**src/raster_pkg.sv**
```systemverilog
package raster_pkg;

    localparam int CMD_WIDTH = 32;
    localparam int ADDR_WIDTH = 16;
    localparam int FB_SIZE_WIDTH = 16;

    typedef logic [31:0] pixel_t;
    typedef logic [ADDR_WIDTH-1:0] addr_t;
    typedef logic [FB_SIZE_WIDTH-1:0] fb_size_t;

    // Opcodes outside this list are consumed like a NOP
    typedef enum logic [3:0]
    {
        OP_NOP  = 4'd0,
        OP_FILL = 4'd1,
        OP_SWAP = 4'd2
    } cmd_op_t;

    // First word of every command
    typedef struct packed
    {
        cmd_op_t                                 op;
        logic [CMD_WIDTH-FB_SIZE_WIDTH-5:0]      reserved;
        fb_size_t                                count;
    } cmd_header_t;

    // The parser reads the same stream word as a header or as a payload word
    typedef union packed
    {
        cmd_header_t            header;
        logic [CMD_WIDTH-1:0]   raw;
    } cmd_word_t;

endpackage

```
**src/mem_if.sv**
```systemverilog
interface mem_if;
    import raster_pkg::*;

    logic   req_valid;
    logic   req_ready;
    logic   req_write;
    addr_t  req_addr;
    pixel_t req_data;

    // Read data returns in request order and cannot be stalled
    logic   rsp_valid;
    pixel_t rsp_data;

    modport master
    (
        output req_valid,
        output req_write,
        output req_addr,
        output req_data,
        input  req_ready,
        input  rsp_valid,
        input  rsp_data
    );

    modport slave
    (
        input  req_valid,
        input  req_write,
        input  req_addr,
        input  req_data,
        output req_ready,
        output rsp_valid,
        output rsp_data
    );
endinterface

```
**src/fb_swap_if.sv**
```systemverilog
interface fb_swap_if;
    import raster_pkg::*;

    logic     swap_fb;
    addr_t    fb_addr;
    fb_size_t fb_size;
    // Pulses once the last word of the frame has left the reader
    logic     fb_swapped;

    modport parser
    (
        output swap_fb,
        output fb_addr,
        output fb_size,
        input  fb_swapped
    );

    modport reader
    (
        input  swap_fb,
        input  fb_addr,
        input  fb_size,
        output fb_swapped
    );
endinterface

```
**src/stream_fifo.sv**
```systemverilog
module stream_fifo #(
    parameter int DEPTH = 8
)
(
    input  logic                     aclk,
    input  logic                     rst_n,

    input  logic                     wr_valid,
    input  raster_pkg::pixel_t       wr_data,

    output logic                     rd_valid,
    input  logic                     rd_ready,
    output raster_pkg::pixel_t       rd_data,

    output logic [$clog2(DEPTH):0]   level
);
    import raster_pkg::*;

    pixel_t                    mem [DEPTH];
    logic [$clog2(DEPTH)-1:0]  wr_ptr;
    logic [$clog2(DEPTH)-1:0]  rd_ptr;
    logic                      do_rd;

    assign rd_valid = (level != '0);
    assign rd_data = mem[rd_ptr];
    assign do_rd = rd_valid && rd_ready;

    always_ff @(posedge aclk)
    begin
        if (wr_valid)
        begin
            mem[wr_ptr] <= wr_data;
        end
    end

    // Pointers wrap on their own since DEPTH is a power of two
    always_ff @(posedge aclk or negedge rst_n)
    begin
        if (!rst_n)
        begin
            wr_ptr <= '0;
            rd_ptr <= '0;
            level <= '0;
        end
        else
        begin
            if (wr_valid)
            begin
                wr_ptr <= wr_ptr + 1'b1;
            end
            if (do_rd)
            begin
                rd_ptr <= rd_ptr + 1'b1;
            end
            case ({wr_valid, do_rd})
                2'b10: level <= level + 1'b1;
                2'b01: level <= level - 1'b1;
                default: level <= level;
            endcase
        end
    end

    no_write_when_full: assert property (@(posedge aclk) disable iff (!rst_n)
        wr_valid |-> level < DEPTH);
endmodule

```
**src/command_parser.sv**
```systemverilog
module command_parser
(
    input  logic                  aclk,
    input  logic                  rst_n,

    input  logic                  s_cmd_axis_tvalid,
    output logic                  s_cmd_axis_tready,
    input  raster_pkg::cmd_word_t s_cmd_axis_tdata,

    mem_if.master                 mem,
    fb_swap_if.parser             swap
);
    import raster_pkg::*;

    typedef enum logic [2:0]
    {
        ST_HEADER,
        ST_ADDR,
        ST_COLOR,
        ST_FILL,
        ST_SWAP_WAIT
    } state_t;

    state_t   state;
    logic     is_swap;
    fb_size_t remaining;
    addr_t    word_addr;
    pixel_t   color;
    logic     cmd_take;
    logic     write_take;
    logic     swap_open;

    assign s_cmd_axis_tready = (state == ST_HEADER) || (state == ST_ADDR) || (state == ST_COLOR);
    assign cmd_take = s_cmd_axis_tvalid && s_cmd_axis_tready;

    // The fill loop is a write-only master
    assign mem.req_valid = (state == ST_FILL);
    assign mem.req_write = 1'b1;
    assign mem.req_addr = word_addr;
    assign mem.req_data = color;
    assign write_take = mem.req_valid && mem.req_ready;

    // For a SWAP the address and count registers describe the frame
    assign swap.fb_addr = word_addr;
    assign swap.fb_size = remaining;

    always_ff @(posedge aclk or negedge rst_n)
    begin
        if (!rst_n)
        begin
            state <= ST_HEADER;
            is_swap <= 1'b0;
            remaining <= '0;
            swap.swap_fb <= 1'b0;
        end
        else
        begin
            swap.swap_fb <= 1'b0;
            case (state)
                ST_HEADER:
                    if (cmd_take)
                    begin
                        remaining <= s_cmd_axis_tdata.header.count;
                        case (s_cmd_axis_tdata.header.op)
                            OP_FILL:
                            begin
                                is_swap <= 1'b0;
                                state <= ST_ADDR;
                            end
                            OP_SWAP:
                            begin
                                is_swap <= 1'b1;
                                state <= ST_ADDR;
                            end
                            // NOP and unknown opcodes are a single word
                            default: state <= ST_HEADER;
                        endcase
                    end
                ST_ADDR:
                    if (cmd_take)
                    begin
                        if (is_swap)
                        begin
                            swap.swap_fb <= 1'b1;
                            state <= ST_SWAP_WAIT;
                        end
                        else
                        begin
                            state <= ST_COLOR;
                        end
                    end
                ST_COLOR:
                    if (cmd_take)
                    begin
                        state <= (remaining == '0) ? ST_HEADER : ST_FILL;
                    end
                ST_FILL:
                    if (write_take)
                    begin
                        remaining <= remaining - 1'b1;
                        if (remaining == fb_size_t'(1))
                        begin
                            state <= ST_HEADER;
                        end
                    end
                ST_SWAP_WAIT:
                    if (swap.fb_swapped)
                    begin
                        state <= ST_HEADER;
                    end
                default: state <= ST_HEADER;
            endcase
        end
    end

    always_ff @(posedge aclk)
    begin
        if (cmd_take && (state == ST_ADDR))
        begin
            word_addr <= s_cmd_axis_tdata.raw[ADDR_WIDTH-1:0];
        end
        else if (write_take)
        begin
            word_addr <= word_addr + 1'b1;
        end
        if (cmd_take && (state == ST_COLOR))
        begin
            color <= s_cmd_axis_tdata.raw;
        end
    end

    // Open from the swap request until the reader reports the frame done
    always_ff @(posedge aclk or negedge rst_n)
    begin
        if (!rst_n)
        begin
            swap_open <= 1'b0;
        end
        else if (swap.swap_fb)
        begin
            swap_open <= 1'b1;
        end
        else if (swap.fb_swapped)
        begin
            swap_open <= 1'b0;
        end
    end

    swap_not_overlapping: assert property (@(posedge aclk) disable iff (!rst_n)
        swap.swap_fb |-> !swap_open);

    swap_done_matches_request: assert property (@(posedge aclk) disable iff (!rst_n)
        swap.fb_swapped |-> swap_open);
endmodule

```
**src/mem_arbiter.sv**
```systemverilog
module mem_arbiter
(
    input  logic  aclk,
    input  logic  rst_n,

    mem_if.slave  writer,
    mem_if.slave  reader,
    mem_if.master mem
);
    // A select of 0 picks the writer and 1 picks the reader
    logic rr_ptr;
    logic hold;
    logic hold_sel;
    logic sel;

    always_comb
    begin
        if (hold)
        begin
            sel = hold_sel;
        end
        else if (writer.req_valid && reader.req_valid)
        begin
            sel = rr_ptr;
        end
        else
        begin
            sel = reader.req_valid;
        end
    end

    assign mem.req_valid = sel ? reader.req_valid : writer.req_valid;
    assign mem.req_write = sel ? reader.req_write : writer.req_write;
    assign mem.req_addr = sel ? reader.req_addr : writer.req_addr;
    assign mem.req_data = sel ? reader.req_data : writer.req_data;

    assign writer.req_ready = !sel && mem.req_ready;
    assign reader.req_ready = sel && mem.req_ready;

    // Only the reader issues reads, so every response belongs to it
    assign reader.rsp_valid = mem.rsp_valid;
    assign reader.rsp_data = mem.rsp_data;
    assign writer.rsp_valid = 1'b0;
    assign writer.rsp_data = '0;

    // A stalled request locks the grant and the pointer moves past each winner
    always_ff @(posedge aclk or negedge rst_n)
    begin
        if (!rst_n)
        begin
            rr_ptr <= 1'b0;
            hold <= 1'b0;
            hold_sel <= 1'b0;
        end
        else if (mem.req_valid && mem.req_ready)
        begin
            hold <= 1'b0;
            rr_ptr <= !sel;
        end
        else if (mem.req_valid)
        begin
            hold <= 1'b1;
            hold_sel <= sel;
        end
    end

    req_stable_until_taken: assert property (@(posedge aclk) disable iff (!rst_n)
        mem.req_valid && !mem.req_ready |=> mem.req_valid && $stable(mem.req_write)
            && $stable(mem.req_addr) && $stable(mem.req_data));
endmodule

```
**src/framebuffer_reader.sv**
```systemverilog
module framebuffer_reader #(
    parameter int FIFO_DEPTH = 8
)
(
    input  logic               aclk,
    input  logic               rst_n,

    fb_swap_if.reader          swap,
    mem_if.master              mem,

    output logic               m_framebuffer_axis_tvalid,
    input  logic               m_framebuffer_axis_tready,
    output logic               m_framebuffer_axis_tlast,
    output raster_pkg::pixel_t m_framebuffer_axis_tdata
);
    import raster_pkg::*;

    addr_t                          rd_addr;
    fb_size_t                       issue_left;
    fb_size_t                       stream_left;
    logic [$clog2(FIFO_DEPTH):0]    inflight;
    logic [$clog2(FIFO_DEPTH):0]    fifo_level;
    logic [$clog2(FIFO_DEPTH)+1:0]  credit_used;
    logic                           req_taken;
    logic                           word_taken;

    // Every read reserves a FIFO slot, so the response always fits
    assign credit_used = inflight + fifo_level;
    assign mem.req_valid = (issue_left != '0) && (credit_used < FIFO_DEPTH);
    assign mem.req_write = 1'b0;
    assign mem.req_addr = rd_addr;
    assign mem.req_data = '0;
    assign req_taken = mem.req_valid && mem.req_ready;

    assign word_taken = m_framebuffer_axis_tvalid && m_framebuffer_axis_tready;
    assign m_framebuffer_axis_tlast = (stream_left == fb_size_t'(1));

    stream_fifo #(
        .DEPTH(FIFO_DEPTH)
    ) stream_fifo_inst (
        .aclk(aclk),
        .rst_n(rst_n),
        .wr_valid(mem.rsp_valid),
        .wr_data(mem.rsp_data),
        .rd_valid(m_framebuffer_axis_tvalid),
        .rd_ready(m_framebuffer_axis_tready),
        .rd_data(m_framebuffer_axis_tdata),
        .level(fifo_level)
    );

    always_ff @(posedge aclk or negedge rst_n)
    begin
        if (!rst_n)
        begin
            issue_left <= '0;
            stream_left <= '0;
            inflight <= '0;
            swap.fb_swapped <= 1'b0;
        end
        else
        begin
            if (swap.swap_fb)
            begin
                issue_left <= swap.fb_size;
                stream_left <= swap.fb_size;
            end
            else
            begin
                if (req_taken)
                begin
                    issue_left <= issue_left - 1'b1;
                end
                if (word_taken)
                begin
                    stream_left <= stream_left - 1'b1;
                end
            end
            case ({req_taken, mem.rsp_valid})
                2'b10: inflight <= inflight + 1'b1;
                2'b01: inflight <= inflight - 1'b1;
                default: inflight <= inflight;
            endcase
            swap.fb_swapped <= word_taken && m_framebuffer_axis_tlast;
        end
    end

    always_ff @(posedge aclk)
    begin
        if (swap.swap_fb)
        begin
            rd_addr <= swap.fb_addr;
        end
        else if (req_taken)
        begin
            rd_addr <= rd_addr + 1'b1;
        end
    end

    credit_within_fifo: assert property (@(posedge aclk) disable iff (!rst_n)
        credit_used <= FIFO_DEPTH);
endmodule

```
**src/raster_system.sv**
```systemverilog
module raster_system
(
    input  logic                              aclk,
    input  logic                              rst_n,

    input  logic                              s_cmd_axis_tvalid,
    output logic                              s_cmd_axis_tready,
    input  logic [raster_pkg::CMD_WIDTH-1:0]  s_cmd_axis_tdata,

    output logic                              m_framebuffer_axis_tvalid,
    input  logic                              m_framebuffer_axis_tready,
    output logic                              m_framebuffer_axis_tlast,
    output raster_pkg::pixel_t                m_framebuffer_axis_tdata,

    output logic                              mem_req_valid,
    input  logic                              mem_req_ready,
    output logic                              mem_req_write,
    output raster_pkg::addr_t                 mem_req_addr,
    output raster_pkg::pixel_t                mem_req_data,
    input  logic                              mem_rsp_valid,
    input  raster_pkg::pixel_t                mem_rsp_data
);
    mem_if     fill_mem();
    mem_if     fb_mem();
    mem_if     ext_mem();
    fb_swap_if swap_link();

    command_parser command_parser_inst (
        .aclk(aclk),
        .rst_n(rst_n),
        .s_cmd_axis_tvalid(s_cmd_axis_tvalid),
        .s_cmd_axis_tready(s_cmd_axis_tready),
        .s_cmd_axis_tdata(s_cmd_axis_tdata),
        .mem(fill_mem.master),
        .swap(swap_link.parser)
    );

    framebuffer_reader framebuffer_reader_inst (
        .aclk(aclk),
        .rst_n(rst_n),
        .swap(swap_link.reader),
        .mem(fb_mem.master),
        .m_framebuffer_axis_tvalid(m_framebuffer_axis_tvalid),
        .m_framebuffer_axis_tready(m_framebuffer_axis_tready),
        .m_framebuffer_axis_tlast(m_framebuffer_axis_tlast),
        .m_framebuffer_axis_tdata(m_framebuffer_axis_tdata)
    );

    mem_arbiter mem_arbiter_inst (
        .aclk(aclk),
        .rst_n(rst_n),
        .writer(fill_mem.slave),
        .reader(fb_mem.slave),
        .mem(ext_mem.master)
    );

    // The shared memory port leaves the chip as plain signals
    assign mem_req_valid = ext_mem.req_valid;
    assign mem_req_write = ext_mem.req_write;
    assign mem_req_addr = ext_mem.req_addr;
    assign mem_req_data = ext_mem.req_data;
    assign ext_mem.req_ready = mem_req_ready;
    assign ext_mem.rsp_valid = mem_rsp_valid;
    assign ext_mem.rsp_data = mem_rsp_data;
endmodule

```
**config.mk**
```make
export PLATFORM = sky130hd
export DESIGN_NAME = raster_system
export DESIGN_NICKNAME = d
export VERILOG_FILES = /design/src/raster_pkg.sv /design/src/mem_if.sv /design/src/fb_swap_if.sv /design/src/stream_fifo.sv /design/src/command_parser.sv /design/src/mem_arbiter.sv /design/src/framebuffer_reader.sv /design/src/raster_system.sv
export SDC_FILE = /design/constraint.sdc
export NUM_CORES = 1
export LEC_CHECK = 0
export ABC_AREA = 1
export BUFFER_PORTS_ARGS = -buffer_cell sky130_fd_sc_hd__buf_2
export CAP_MARGIN = 20
export CORE_MARGIN = 5
export CORE_UTILIZATION = 25
export CTS_CLUSTER_SIZE = 20
export DETAILED_ROUTE_END_ITERATION = 8
export GPL_TIMING_DRIVEN = 0
export PLACE_DENSITY_LB_ADDON = 0.25
export SLEW_MARGIN = 5
export SYNTH_ARGS = -nofsm -noshare
export SYNTH_HDL_FRONTEND = slang
export SYNTH_SLANG_ARGS = --single-unit
```
**constraint.sdc**
```tcl
create_clock -name aclk -period 7.88 [get_ports aclk]
set_input_delay 1.576 -clock aclk [delete_from_list [all_inputs] [get_ports aclk]]
set_output_delay 1.576 -clock aclk [all_outputs]
set_load 0.005 [all_outputs]
```
==> metrics.md, run 1 <==
| Metric | Value |
|---|---|
| Status | `completed` |
| Synth Flop Type | `edfxtp_1` |
| H-Tree Level Count | `2` |
| First-pass GRT wire length | `80920 um` |
| Most frequent cell after synthesis | `nor2_1` |
| CTS buffer count | `44` |
| #FFs+latches synth | `391` |
| IO Port Bufs | `154` |
| Slowest CP cell | `a31oi_1` |
| # IOs | `155` |
| GRT Overall Usage | `0.1327` |
| Placer congestion estimate | `0.8718` |
| CP arrival | `3.10 ns` |
| Leak pwr | `about 8.4 nW` |
| Cell chain of the critical path | `inv_2 -> buf_2 -> clkbuf_1 -> buf_2 -> o21ai_0 -> a31oi_1 -> buf_2` |
| Setup Fix Bufs, Post-CTS | `0` |
| Final HPWL DP | `37700 um` |
| Area post-placement | `about 20000 um2` |
| WL met2 | `26080 um` |
| Via count | `13460` |
| Max-slew headroom at the worst pin | `0.3986` |
| Max Freq | `0.2139 GHz` |
| Setup TNS | `0 ns` |
| Syn nets | `1870` |
| Met3 wire length | `around 3200 um` |
| Synth Cell Area | `17900 um2` |
| WP buf/inv | `5` |
| Clock Root Buffer | `clkbuf_16` |
| Worst Setup End Kind | `output pin` |
| M1 WL | `between 20000 and 25000 um` |
| Sequential fraction of the synthesis area | `0.6360` |
| Highest routed metal layer | `met5` |
| Initial antenna violation count | `4` |
| Final nets | `2079` |
| Final non-filler cell area | `21580 um2` |
| DRC viols | `0` |
| Synth cell types | `48` |
| Die Span Y | `between 200 and 300 um` |
| Maximum vdd drop | `0.1622 mV` |
| Syn_area_per_cell | `10.06 um2` |
| Yosys top cell area share | `0.5368` |
| Number of flops mapped to enable cells by yosys | `320` |
| Final setup viols | `0` |
| WL/cell | `17.77 um` |
| PD cells | `between 300 and 400 nW/um2` |
| Area contributors post-synth | `edfxtp_1, dfrtp_1, nor2_1, nand2_1, o21ai_0` |
| Pins over their slew limit | `0` |
| Clock buffer depth | `3` |
| Max FO, Critical Path | `10` |
| Area leader, netlist | `edfxtp_1` |
| Pin count of the biggest net entering global routing | `49` |
| Initial Utilization | `0.2513` |
| Vias in the first global route | `13450` |
| CTS tree | `done` |
| Initial drt markers | `951` |
| CP delay by family, top | `buffers and inverters` |
| Total grt overflow | `0` |
| Critical path's largest stage delay | `0.51 ns` |
| Post_cts resized | `0` |
| Final ANT Viol Nets | `0` |
| Clock sinks | `391` |
| Synth cell count leaders | `nor2_1, edfxtp_1, nand2_1` |
| Worst Clk Skew | `0.04245 ns` |
| Critical Path Source Type | `flip-flop` |
| WS Path Type | `flip-flop to output pin` |
| Rows | `98` |
| Final hold violations | `0` |
| Worst Max-Slew Pin Slew | `0.9000 ns` |
| Share of cells above drive strength 1 | `0.1429` |
| Clk pin slew, worst setup/hold paths | `around 0.06 ns` |
| Yosys warns | `0` |
| Tmin final | `roughly 4.7 ns` |
| Die width | `277.6 um` |
| Die area | `slightly below 80000 um2` |
| CP most frequent cell | `buf_2` |
| Final worst-path cycle share | `0.5932` |
| Core footprint | `a little over 70000 um2` |
| Min-Delay Path Class | `flip-flop to flip-flop` |
| Data required, critical path | `6.30 ns` |
| Unrepaired setup endpoints after global routing | `false` |
| DR pass1 iterations | `5` |
| Area grow syn2layout | `20.53%` |
| Worst skew pair latency | `0.60 ns` |
| Post-synthesis async set-or-reset flop share | `0.1816` |
| Post-Route WL | `approximately 53000 um` |
| Cell count after synthesis | `1780` |
| Hold_buf cts | `0` |
| Max Cap Viol | `0` |
| Via/cell ratio | `4.523` |
-- registers in the layout, summed over array words and instances, names as in the netlist, 4 cells and up --
| register | flops |
|---|---|
| command_parser_inst.swap.fb_size | 16 |
| framebuffer_reader_inst.stream_left | 16 |
| framebuffer_reader_inst.stream_fifo_inst.level | 4 |
| framebuffer_reader_inst.stream_fifo_inst.mem | 256 |
| command_parser_inst.mem.req_addr | 16 |
| framebuffer_reader_inst.issue_left | 16 |
| framebuffer_reader_inst.inflight | 4 |
| command_parser_inst.mem.req_data | 32 |
| framebuffer_reader_inst.mem.req_addr | 16 |
-- kinds of logic after synthesis --
kind of cell / count (synthesis) / synth area share
DFF: 391 / 0.6360
AOI/OAI and AO/OA: 311 / 0.09582
buffers and inverters: 206 / 0.04746
and+or+nand+nor: 813 / 0.1872
xor gates and xnor gates: 39 / 0.01908
adders and majority gates: 20 / 0.01440
-- through the flow --
stage	std cells	utilization	hold WS [ns]	power, mW	setup WS (ns)
2_1_floorplan	1780	-	0.4419	4.338	4.164
3_3_place_gp	2884	0.2788	0.4660	5.499	2.526
3_5_place_dp	2893	0.2829	0.4648	5.568	3.877
4_1_cts	2972	0.3028	0.4776	7.618	3.219
5_1_grt	2972	0.3028	0.4846	8.018	3.088
6_report	2975	0.3029	0.4751	7.488	3.205
-- metal layers --
metal,vias up,global-route usage
met2,345,0.2343
met3,65,0.02954
met4,2,0.02789
met1,6498,0.1678
li1,6547,-
met5,-,0
-- cell usage in the layout (no fill, tap or decap), drive strengths merged, types with 7 or more instances in the layout --
cell type and count:
o21ai 207, nor2 370, inv 124, ha 19
xor2 25, o22ai 36, nand3 61, clkinv 13
nor3 17, nand4 31, o211ai 12, a21oi 12
edfxtp 320, clkbuf 117, nand3b 7, buf 191
a31oi 33, xnor2 14, dfrtp 71, nand2 319
-- path summary, 6_finish.rpt --
check,slack [ns],startpoint,cells past startpoint,end
max,3.21,flip-flop,7,m_framebuffer_axis_tdata[30]
min,0.48,framebuffer_reader_inst.inflight[3],1,framebuffer_reader_inst.inflight[3]
max reg2reg,4.86,framebuffer_reader_inst.inflight[1],14,framebuffer_reader_inst.inflight[2]
min reg2reg,0.48,framebuffer_reader_inst.inflight[3],1,framebuffer_reader_inst.inflight[3]
max in group asynchronous,6.37,rst_n,2,async pin
min in group asynchronous,0.90,rst_n,1,command_parser_inst.swap.fb_size[4]
-- where the power goes --
group	switching (mW)	total, mW	leakage (nW)	internal [mW]
registers	0.162	2.70	3.81	2.53
clock network	0.863	2.02	0.687	1.16
logic	1.85	2.77	3.92	0.925
total	2.87	7.49	8.41	4.61
-- layout make-up --
class | instances | area, um2
sequential | 391 | 11390
antenna | 3 | 7.507
buffer | 83 | 385.4
clock buffer | 62 | 1219
fill | 7456 | 49660
inverter | 123 | 464.2
clock inverter | 17 | 195.2
tap | 950 | 1189
timing repair buffer | 163 | 998.5
multi-input combinational | 1183 | 5734
No activity file was read; power rests on OpenSTA's default activity.
==> inputs of run 2 (changes only) <==
--- a/config.mk
+++ b/config.mk
@@ -5,7 +5,7 @@
 export SDC_FILE = /design/constraint.sdc
 export NUM_CORES = 1
 export LEC_CHECK = 0
-export ABC_AREA = 1
+export ABC_AREA = 0
 export BUFFER_PORTS_ARGS = -buffer_cell sky130_fd_sc_hd__buf_2
 export CAP_MARGIN = 20
 export CORE_MARGIN = 5
==> constraint.sdc (replaced) <==
create_clock -name aclk -period 4.63 [get_ports aclk]
set_input_delay 0.926 -clock aclk [delete_from_list [all_inputs] [get_ports aclk]]
set_output_delay 0.926 -clock aclk [all_outputs]
set_load 0.005 [all_outputs]
==> metrics.md, run 2 <==
| Metric | Value |
|---|---|
| Sequential fraction of the synthesis area | `0.6716 (+0.03563)` |
| Hold_buf cts | `0 (unchanged)` |
| DR pass1 iterations | `6 (+1)` |
| Post-Route WL | `43780 um (-17%)` |
| Synth cell types | `68 (+42%)` |
| Data required, critical path | `3.70 ns (-2.60 ns)` |
| #FFs+latches synth | `391 (unchanged)` |
| WP buf/inv | `3 (-2)` |
| Maximum vdd drop | `0.2902 mV (+79%)` |
| Die Span Y | `270.4 um (-2.6%)` |
| Non-Filler Instances | `2210 (-26%)` |
| Clock buffer depth | `3 (unchanged)` |
| Initial drt markers | `660 (-31%)` |
| Slowest CP cell | `clkbuf_1` |
| Area leader, netlist | `edfxtp_1` |
| # IOs | `155 (unchanged)` |
| Final HPWL DP | `29680 um (-21%)` |
| Final ANT Viol Nets | `0 (unchanged)` |
| CP arrival | `3.35 ns (+0.25 ns)` |
| Placer congestion estimate | `0.7864 (-9.8%)` |
| GRT Overall Usage | `0.1178 (-0.01498)` |
| Synth cell count leaders | `edfxtp_1, nand2_1, dfrtp_1` |
| Status | `completed` |
| Hold Slack | `0.2725 ns (-0.2025 ns)` |
| Initial Utilization | `0.2524 (+0.001136)` |
| Clk pin slew, worst setup/hold paths | `0.06 ns (about the same)` |
| Critical path's largest stage delay | `0.55 ns (+0.04 ns)` |
| Pins over their slew limit | `0 (unchanged)` |
| Vias in the first global route | `10670 (-21%)` |
| IO Port Bufs | `154 (unchanged)` |
| Worst Max-Slew Pin Slew | `0.8809 ns (-0.01910 ns)` |
| H-Tree Level Count | `2 (unchanged)` |
| Post_cts resized | `0 (unchanged)` |
| Commonest non-fill, non-tap cells in the layout | `edfxtp_1, buf_2, nand2_1` |
| R2R Path Start | `framebuffer_reader_inst.inflight[1]` |
| Share of cells above drive strength 1 | `0.3049 (+0.1619)` |
| Via count | `9982 (-26%)` |
| CP delay by family, top | `buffers and inverters` |
| Post-synthesis async set-or-reset flop share | `0.1816 (unchanged)` |
| Max-slew headroom at the worst pin | `0.4128 (+0.01415)` |
| Final nets | `1388 (-33%)` |
| Final worst-path cycle share | `0.9229` |
| Final setup viols | `0 (unchanged)` |
| Max Cap Viol | `0 (unchanged)` |
| Pin count of the biggest net entering global routing | `46 (-6.1%)` |
| Initial antenna violation count | `3 (-1)` |
| Critical Path Source Type | `flip-flop` |
| Reg2reg path depth | `13 (-1)` |
| WL/cell | `19.81 um (+11%)` |
| R2R Setup Slk | `0.95 ns (-3.91 ns)` |
| Most frequent cell after synthesis | `edfxtp_1` |
| Yosys warns | `0 (unchanged)` |
| Min-Delay Path Class | `input port to async pin` |
| Cell count after synthesis | `1080 (-39%)` |
| Worst skew pair latency | `0.58 ns (-0.02 ns)` |
| Die width | `270.4 um (-2.6%)` |
| Via/cell ratio | `4.517 (-0.15%)` |
| Clock Root Buffer | `clkbuf_16` |
| Largest register by flop count | `framebuffer_reader_inst.stream_fifo_inst.mem` |
| Clock sinks | `391 (unchanged)` |
| WS Path Type | `flip-flop to output pin` |
| PD cells | `671.8 nW/um2 (+94%)` |
| Dpl cells | `2122 (-27%)` |
| Syn_area_per_cell | `15.70 um2 (+56%)` |
| First-pass GRT wire length | `66810 um (-17%)` |
| Worst Setup End Kind | `output pin` |
| Rows | `95 (-3.1%)` |
| Setup Fix Bufs, Post-CTS | `0 (unchanged)` |
| Synth Flop Type | `edfxtp_1` |
| Synth Cell Area | `16950 um2 (-5.3%)` |
| Max Freq | `0.2340 GHz` |
| Dpl ws | `0.8438 ns (-3.033 ns)` |
| Final hold violations | `0 (unchanged)` |
| Leading cell type in the layout, fill and taps excluded | `edfxtp_1` |
| Syn nets | `1170 (-37%)` |
| Slack of the critical path | `0.3570 ns (-2.848 ns)` |
| Cell chain of the critical path | `ha_1 -> a31oi_1 -> o21ai_0 -> o41a_1 -> buf_2 -> clkbuf_1 -> nand2_1 -> o21ai_0 -> buf_2` |
| Die area | `73120 um2 (-5.1%)` |
| R2r endpoint | `framebuffer_reader_inst.inflight[2]` |
| Area grow syn2layout | `21.51%` |
| CTS buffer count | `46 (+4.5%)` |
| Leak pwr | `7.045 nW (-16%)` |
| Max FO, Critical Path | `10 (unchanged)` |
| Worst Clk Skew | `0.01470 ns (-0.02775 ns)` |
| Tmin final | `about 4.3 ns` |
| Total grt overflow | `0 (unchanged)` |
| Core footprint | `67160 um2 (-5.7%)` |
| Unrepaired setup endpoints after global routing | `false` |
| Number of flops mapped to enable cells by yosys | `320 (unchanged)` |
| Max FFs per register | `256 (unchanged)` |
| DRC viols | `0 (unchanged)` |
| CTS tree | `done` |
| Fin util | `0.3067 (+0.003825)` |
| Yosys top cell area share | `0.5668 (+0.03007)` |
| Area contributors post-synth | `edfxtp_1, dfrtp_1, mux4_2, mux2_2, xnor2_1` |
==> run 2: cell types whose count changed after synthesis, moves of 29 or more <==
| cell | delta |
|---|---|
| a31oi_1 | -30 |
| and2_1 | +34 |
| inv_1 | -96 |
| mux2_2 | +67 |
| mux4_2 | +64 |
| nand2_1 | -234 |
| nor2_1 | -322 |
| o21ai_0 | -143 |
| o22ai_1 | -29 |
==> run 2: layer usage <==
| metal | GRT usage | part of all wire | wire length (um) | vias to the layer above |
|---|---|---|---|---|
| met3 | 0.02780 | 0.054 | 2385 | 56 |
| met1 | 0.1516 | 0.44 | 19060 | 5110 |
| met4 | 0.02480 | 0.016 | 701 | 0 |
| li1 | - | - | - | 4586 |
| met2 | 0.2033 | 0.49 | 21640 | 230 |
| met5 | 0 | 0 | 0 | - |
==> run 2: cell families after synthesis <==
group                      Yosys count  share of synthesized area
adders and majority gates           20                    0.01520
DFF                                391                     0.6716
AOI/OAI and AO/OA                  129                    0.04487
and+or+nand+nor                    267                    0.08311
muxes                              134                     0.1313
xor gates and xnor gates            69                    0.03565
buffers and inverters               70                    0.01823
==> run 2: worst max path at each step <==
stage,cells after the start,endpoint,startpoint
after floorplan,2,framebuffer_reader_inst.stream_fifo_inst.mem[0][0],mem_rsp_valid
after global placement,3,flip-flop,mem_rsp_valid
after detailed placement,9,mem_req_addr[9],framebuffer_reader_inst.inflight[1]
after CTS,9,mem_req_addr[9],framebuffer_reader_inst.inflight[1]
after global routing,9,mem_req_addr[9],framebuffer_reader_inst.inflight[1]
final,9,mem_req_addr[9],framebuffer_reader_inst.inflight[1]
==> run 2: area by class of cell <==
cell class	instances	area, um2
clock buffer	60	1234
antenna	2	5.005
buffer	49	230.2
inverter	21	78.83
multi-input combinational	619	5314
clock inverter	25	232.7
tap	873	1092
fill	6739	46560
timing repair buffer	170	1026
sequential	391	11390
==> run 2: power breakdown <==
group | internal (mW) | switching, mW
logic | 2.29 | 2.69
registers | 4.77 | 0.577
clock network | 2.02 | 1.50
total | 9.07 | 4.76
==> run 2: metrics by stage <==
step / TNS [ns] / area (um2) / power, mW
3_3_place_gp: -139.85 / 18820 / 10.40
6_report: 0 / 20600 / 13.84
3_5_place_dp: 0 / 19110 / 10.52
4_1_cts: 0 / 20580 / 14.13
2_1_floorplan: 0 / 16950 / 8.455
5_1_grt: 0 / 20590 / 14.75
==> inputs of run 3 (changes only) <==
--- a/config.mk
+++ b/config.mk
@@ -13,6 +13,7 @@
 export CTS_CLUSTER_SIZE = 20
 export DETAILED_ROUTE_END_ITERATION = 8
 export GPL_TIMING_DRIVEN = 0
+export MAX_ROUTING_LAYER = met4
 export PLACE_DENSITY_LB_ADDON = 0.25
 export SLEW_MARGIN = 5
 export SYNTH_ARGS = -nofsm -noshare
==> metrics.md, run 3 (synthesis results as in run 2) <==
| Metric | Value |
|---|---|
| Area grow syn2layout | `21.52% (about the same)` |
| Pins over their slew limit | `0 (unchanged)` |
| Initial drt markers | `758 (+15%)` |
| Post-Route WL | `43770 um (about the same)` |
| Post_cts resized | `0 (unchanged)` |
| Leak pwr | `7.045 nW (about the same)` |
| Comb pwr share | `0.359 (about the same)` |
| CTS buffer count | `46 (unchanged)` |
| WL/cell | `19.80 um (about the same)` |
| Data required, critical path | `3.70 ns (about the same)` |
| H-Tree Level Count | `2 (unchanged)` |
| Worst Clk Skew | `0.01851 ns (+0.003807 ns)` |
| CP arrival | `3.37 ns (+0.02 ns)` |
| Die area | `73120 um2 (unchanged)` |
| First-pass GRT wire length | `66820 um (about the same)` |
| Via count | `9944 (-0.38%)` |
| Share of cells above drive strength 1 | `0.3049 (unchanged)` |
| Sw Pwr | `4.771 mW (+0.14%)` |
| Unrepaired setup endpoints after global routing | `false` |
| Hold_buf cts | `0 (unchanged)` |
| Status | `completed` |
| Clock power share | `0.255 (about the same)` |
| Tmin final | `4.295 ns (+0.02198 ns)` |
| Pin count of the biggest net entering global routing | `46 (unchanged)` |
| Final worst-path cycle share | `0.9276 (+0.004747)` |
| Core footprint | `67160 um2 (unchanged)` |
| Initial Utilization | `0.2524 (unchanged)` |
| Fin util | `0.3068 (about the same)` |
| Worst skew pair latency | `0.58 ns (about the same)` |
| Final ANT Viol Nets | `0 (unchanged)` |
| Switching power share of the total | `0.3446 (about the same)` |
| Via/cell ratio | `4.498 (-0.43%)` |
| Clock sinks | `391 (unchanged)` |
| Max-slew headroom at the worst pin | `0.4161 (+0.003321)` |
| Final hold violations | `0 (unchanged)` |
| Rows | `95 (unchanged)` |
| Final setup viols | `0 (unchanged)` |
| Min-Delay Path Class | `input port to async pin` |
| Critical Path Source Type | `flip-flop` |
| Max FFs per register | `256 (unchanged)` |
| Clock buffer depth | `3 (unchanged)` |
| WS Path Type | `flip-flop to output pin` |
| Commonest non-fill, non-tap cells in the layout | `edfxtp_1, buf_2, nand2_1` |
| IO Port Bufs | `154 (unchanged)` |
| Max Cap Viol | `0 (unchanged)` |
| Final HPWL DP | `29680 um (unchanged)` |
| Clock Root Buffer | `clkbuf_16` |
| Worst Setup End Kind | `output pin` |
| Initial antenna violation count | `3 (unchanged)` |
| Dpl ws | `0.8438 ns (unchanged)` |
| Largest register by flop count | `framebuffer_reader_inst.stream_fifo_inst.mem` |
| # IOs | `155 (unchanged)` |
| Flop pwr share | `0.386 (about the same)` |
| Power Internal | `9.073 mW (about the same)` |
| Final nets | `1388 (unchanged)` |
| Die Span Y | `270.4 um (unchanged)` |
| Total grt overflow | `0 (unchanged)` |
| GRT Overall Usage | `0.1213 (+0.003546)` |
| Die width | `270.4 um (unchanged)` |
| PD cells | `672.0 nW/um2 (about the same)` |
| Worst Max-Slew Pin Slew | `0.8759 ns (-0.004982 ns)` |
| DRC viols | `0 (unchanged)` |
| Setup Fix Bufs, Post-CTS | `0 (unchanged)` |
| Maximum vdd drop | `0.2886 mV (-0.54%)` |
| CTS tree | `done` |
| Slack of the critical path | `0.3350 ns (-0.02198 ns)` |
| Hold Slack | `0.2660 ns (-0.006494 ns)` |
| Clk pin slew, worst setup/hold paths | `0.06 ns (about the same)` |
| Vias in the first global route | `10680 (+0.094%)` |
| Leading cell type in the layout, fill and taps excluded | `edfxtp_1` |
| DR pass1 iterations | `5 (-1)` |
| Total power draw | `13.84 mW (about the same)` |
| Placer congestion estimate | `0.7974 (+1.4%)` |
| Max FO, Critical Path | `10 (unchanged)` |
| Max Freq | `0.2328 GHz (-0.51%)` |
run 3: changes by cell type in the layout (fill, tap and decap cells not counted):
cell | before | now
diode_2 | 2 | 3
run 3: power by group through the flow:
stage,logic [mW],clock network (mW),registers (mW)
2_1_floorplan,3.22,0,5.24
3_3_place_gp,4.97,0,5.43
3_5_place_dp,5.10,0,5.42
4_1_cts,5.14,3.64,5.35
5_1_grt,5.52,3.79,5.44
6_report,4.98,3.52,5.34
run 3: metrics by stage:
step / std cells / setup TNS (ns) / instance area [um2]
6_report: 2211 / 0 / 20600
5_1_grt: 2211 / 0 / 20600
4_1_cts: 2207 / 0 / 20580
3_5_place_dp: 2122 / 0 / 19110
3_3_place_gp: 2107 / -139.85 / 18820
2_1_floorplan: 1080 / 0 / 16950
run 3: final cells by class:
type                            instances  area, um2
Fill cell                            6740      46560
Sequential cell                       391      11390
Multi-Input combinational cell        619       5314
Clock buffer                           60       1234
Tap cell                              873       1092
Timing Repair Buffer                  170       1026
Clock inverter                         25      232.7
Buffer                                 49      230.2
Inverter                               21      78.83
Antenna cell                            3      7.507
run 3: path summary, 6_finish.rpt:
path / slack (ns) / startpoint / cells after the start / endpoint
min in group aclk: 0.49 / framebuffer_reader_inst.inflight[3] / 1 / framebuffer_reader_inst.inflight[3]
hold / removal: 0.27 / rst_n / 1 / command_parser_inst.is_swap
max in group asynchronous: 3.77 / rst_n / 2 / framebuffer_reader_inst.issue_left[5]
setup / recovery: 0.33 / framebuffer_reader_inst.inflight[1] / 9 / mem_req_addr[9]
hold reg to reg: 0.49 / framebuffer_reader_inst.inflight[3] / 1 / framebuffer_reader_inst.inflight[3]
setup reg to reg: 0.97 / framebuffer_reader_inst.inflight[1] / 13 / framebuffer_reader_inst.inflight[2]
run 3: worst max-delay path: stages (launching register included):
cell and delay, ns:
dfrtp_1 0.45, ha_1 0.31, a31oi_1 0.08, o21ai_0 0.51, o41a_1 0.21, buf_2 0.29
clkbuf_1 0.57, nand2_1 0.10, o21ai_0 0.10, buf_2 0.15
run 3: routing by layer:
| layer | global-route usage | vias to the layer above | part of all wire |
|---|---|---|---|
| met3 | 0.02772 | 52 | 0.051 |
| met5 | - | - | 0 |
| met1 | 0.1522 | 5092 | 0.44 |
| met4 | 0.02480 | 0 | 0.015 |
| li1 | - | 4579 | - |
| met2 | 0.2029 | 221 | 0.50 |
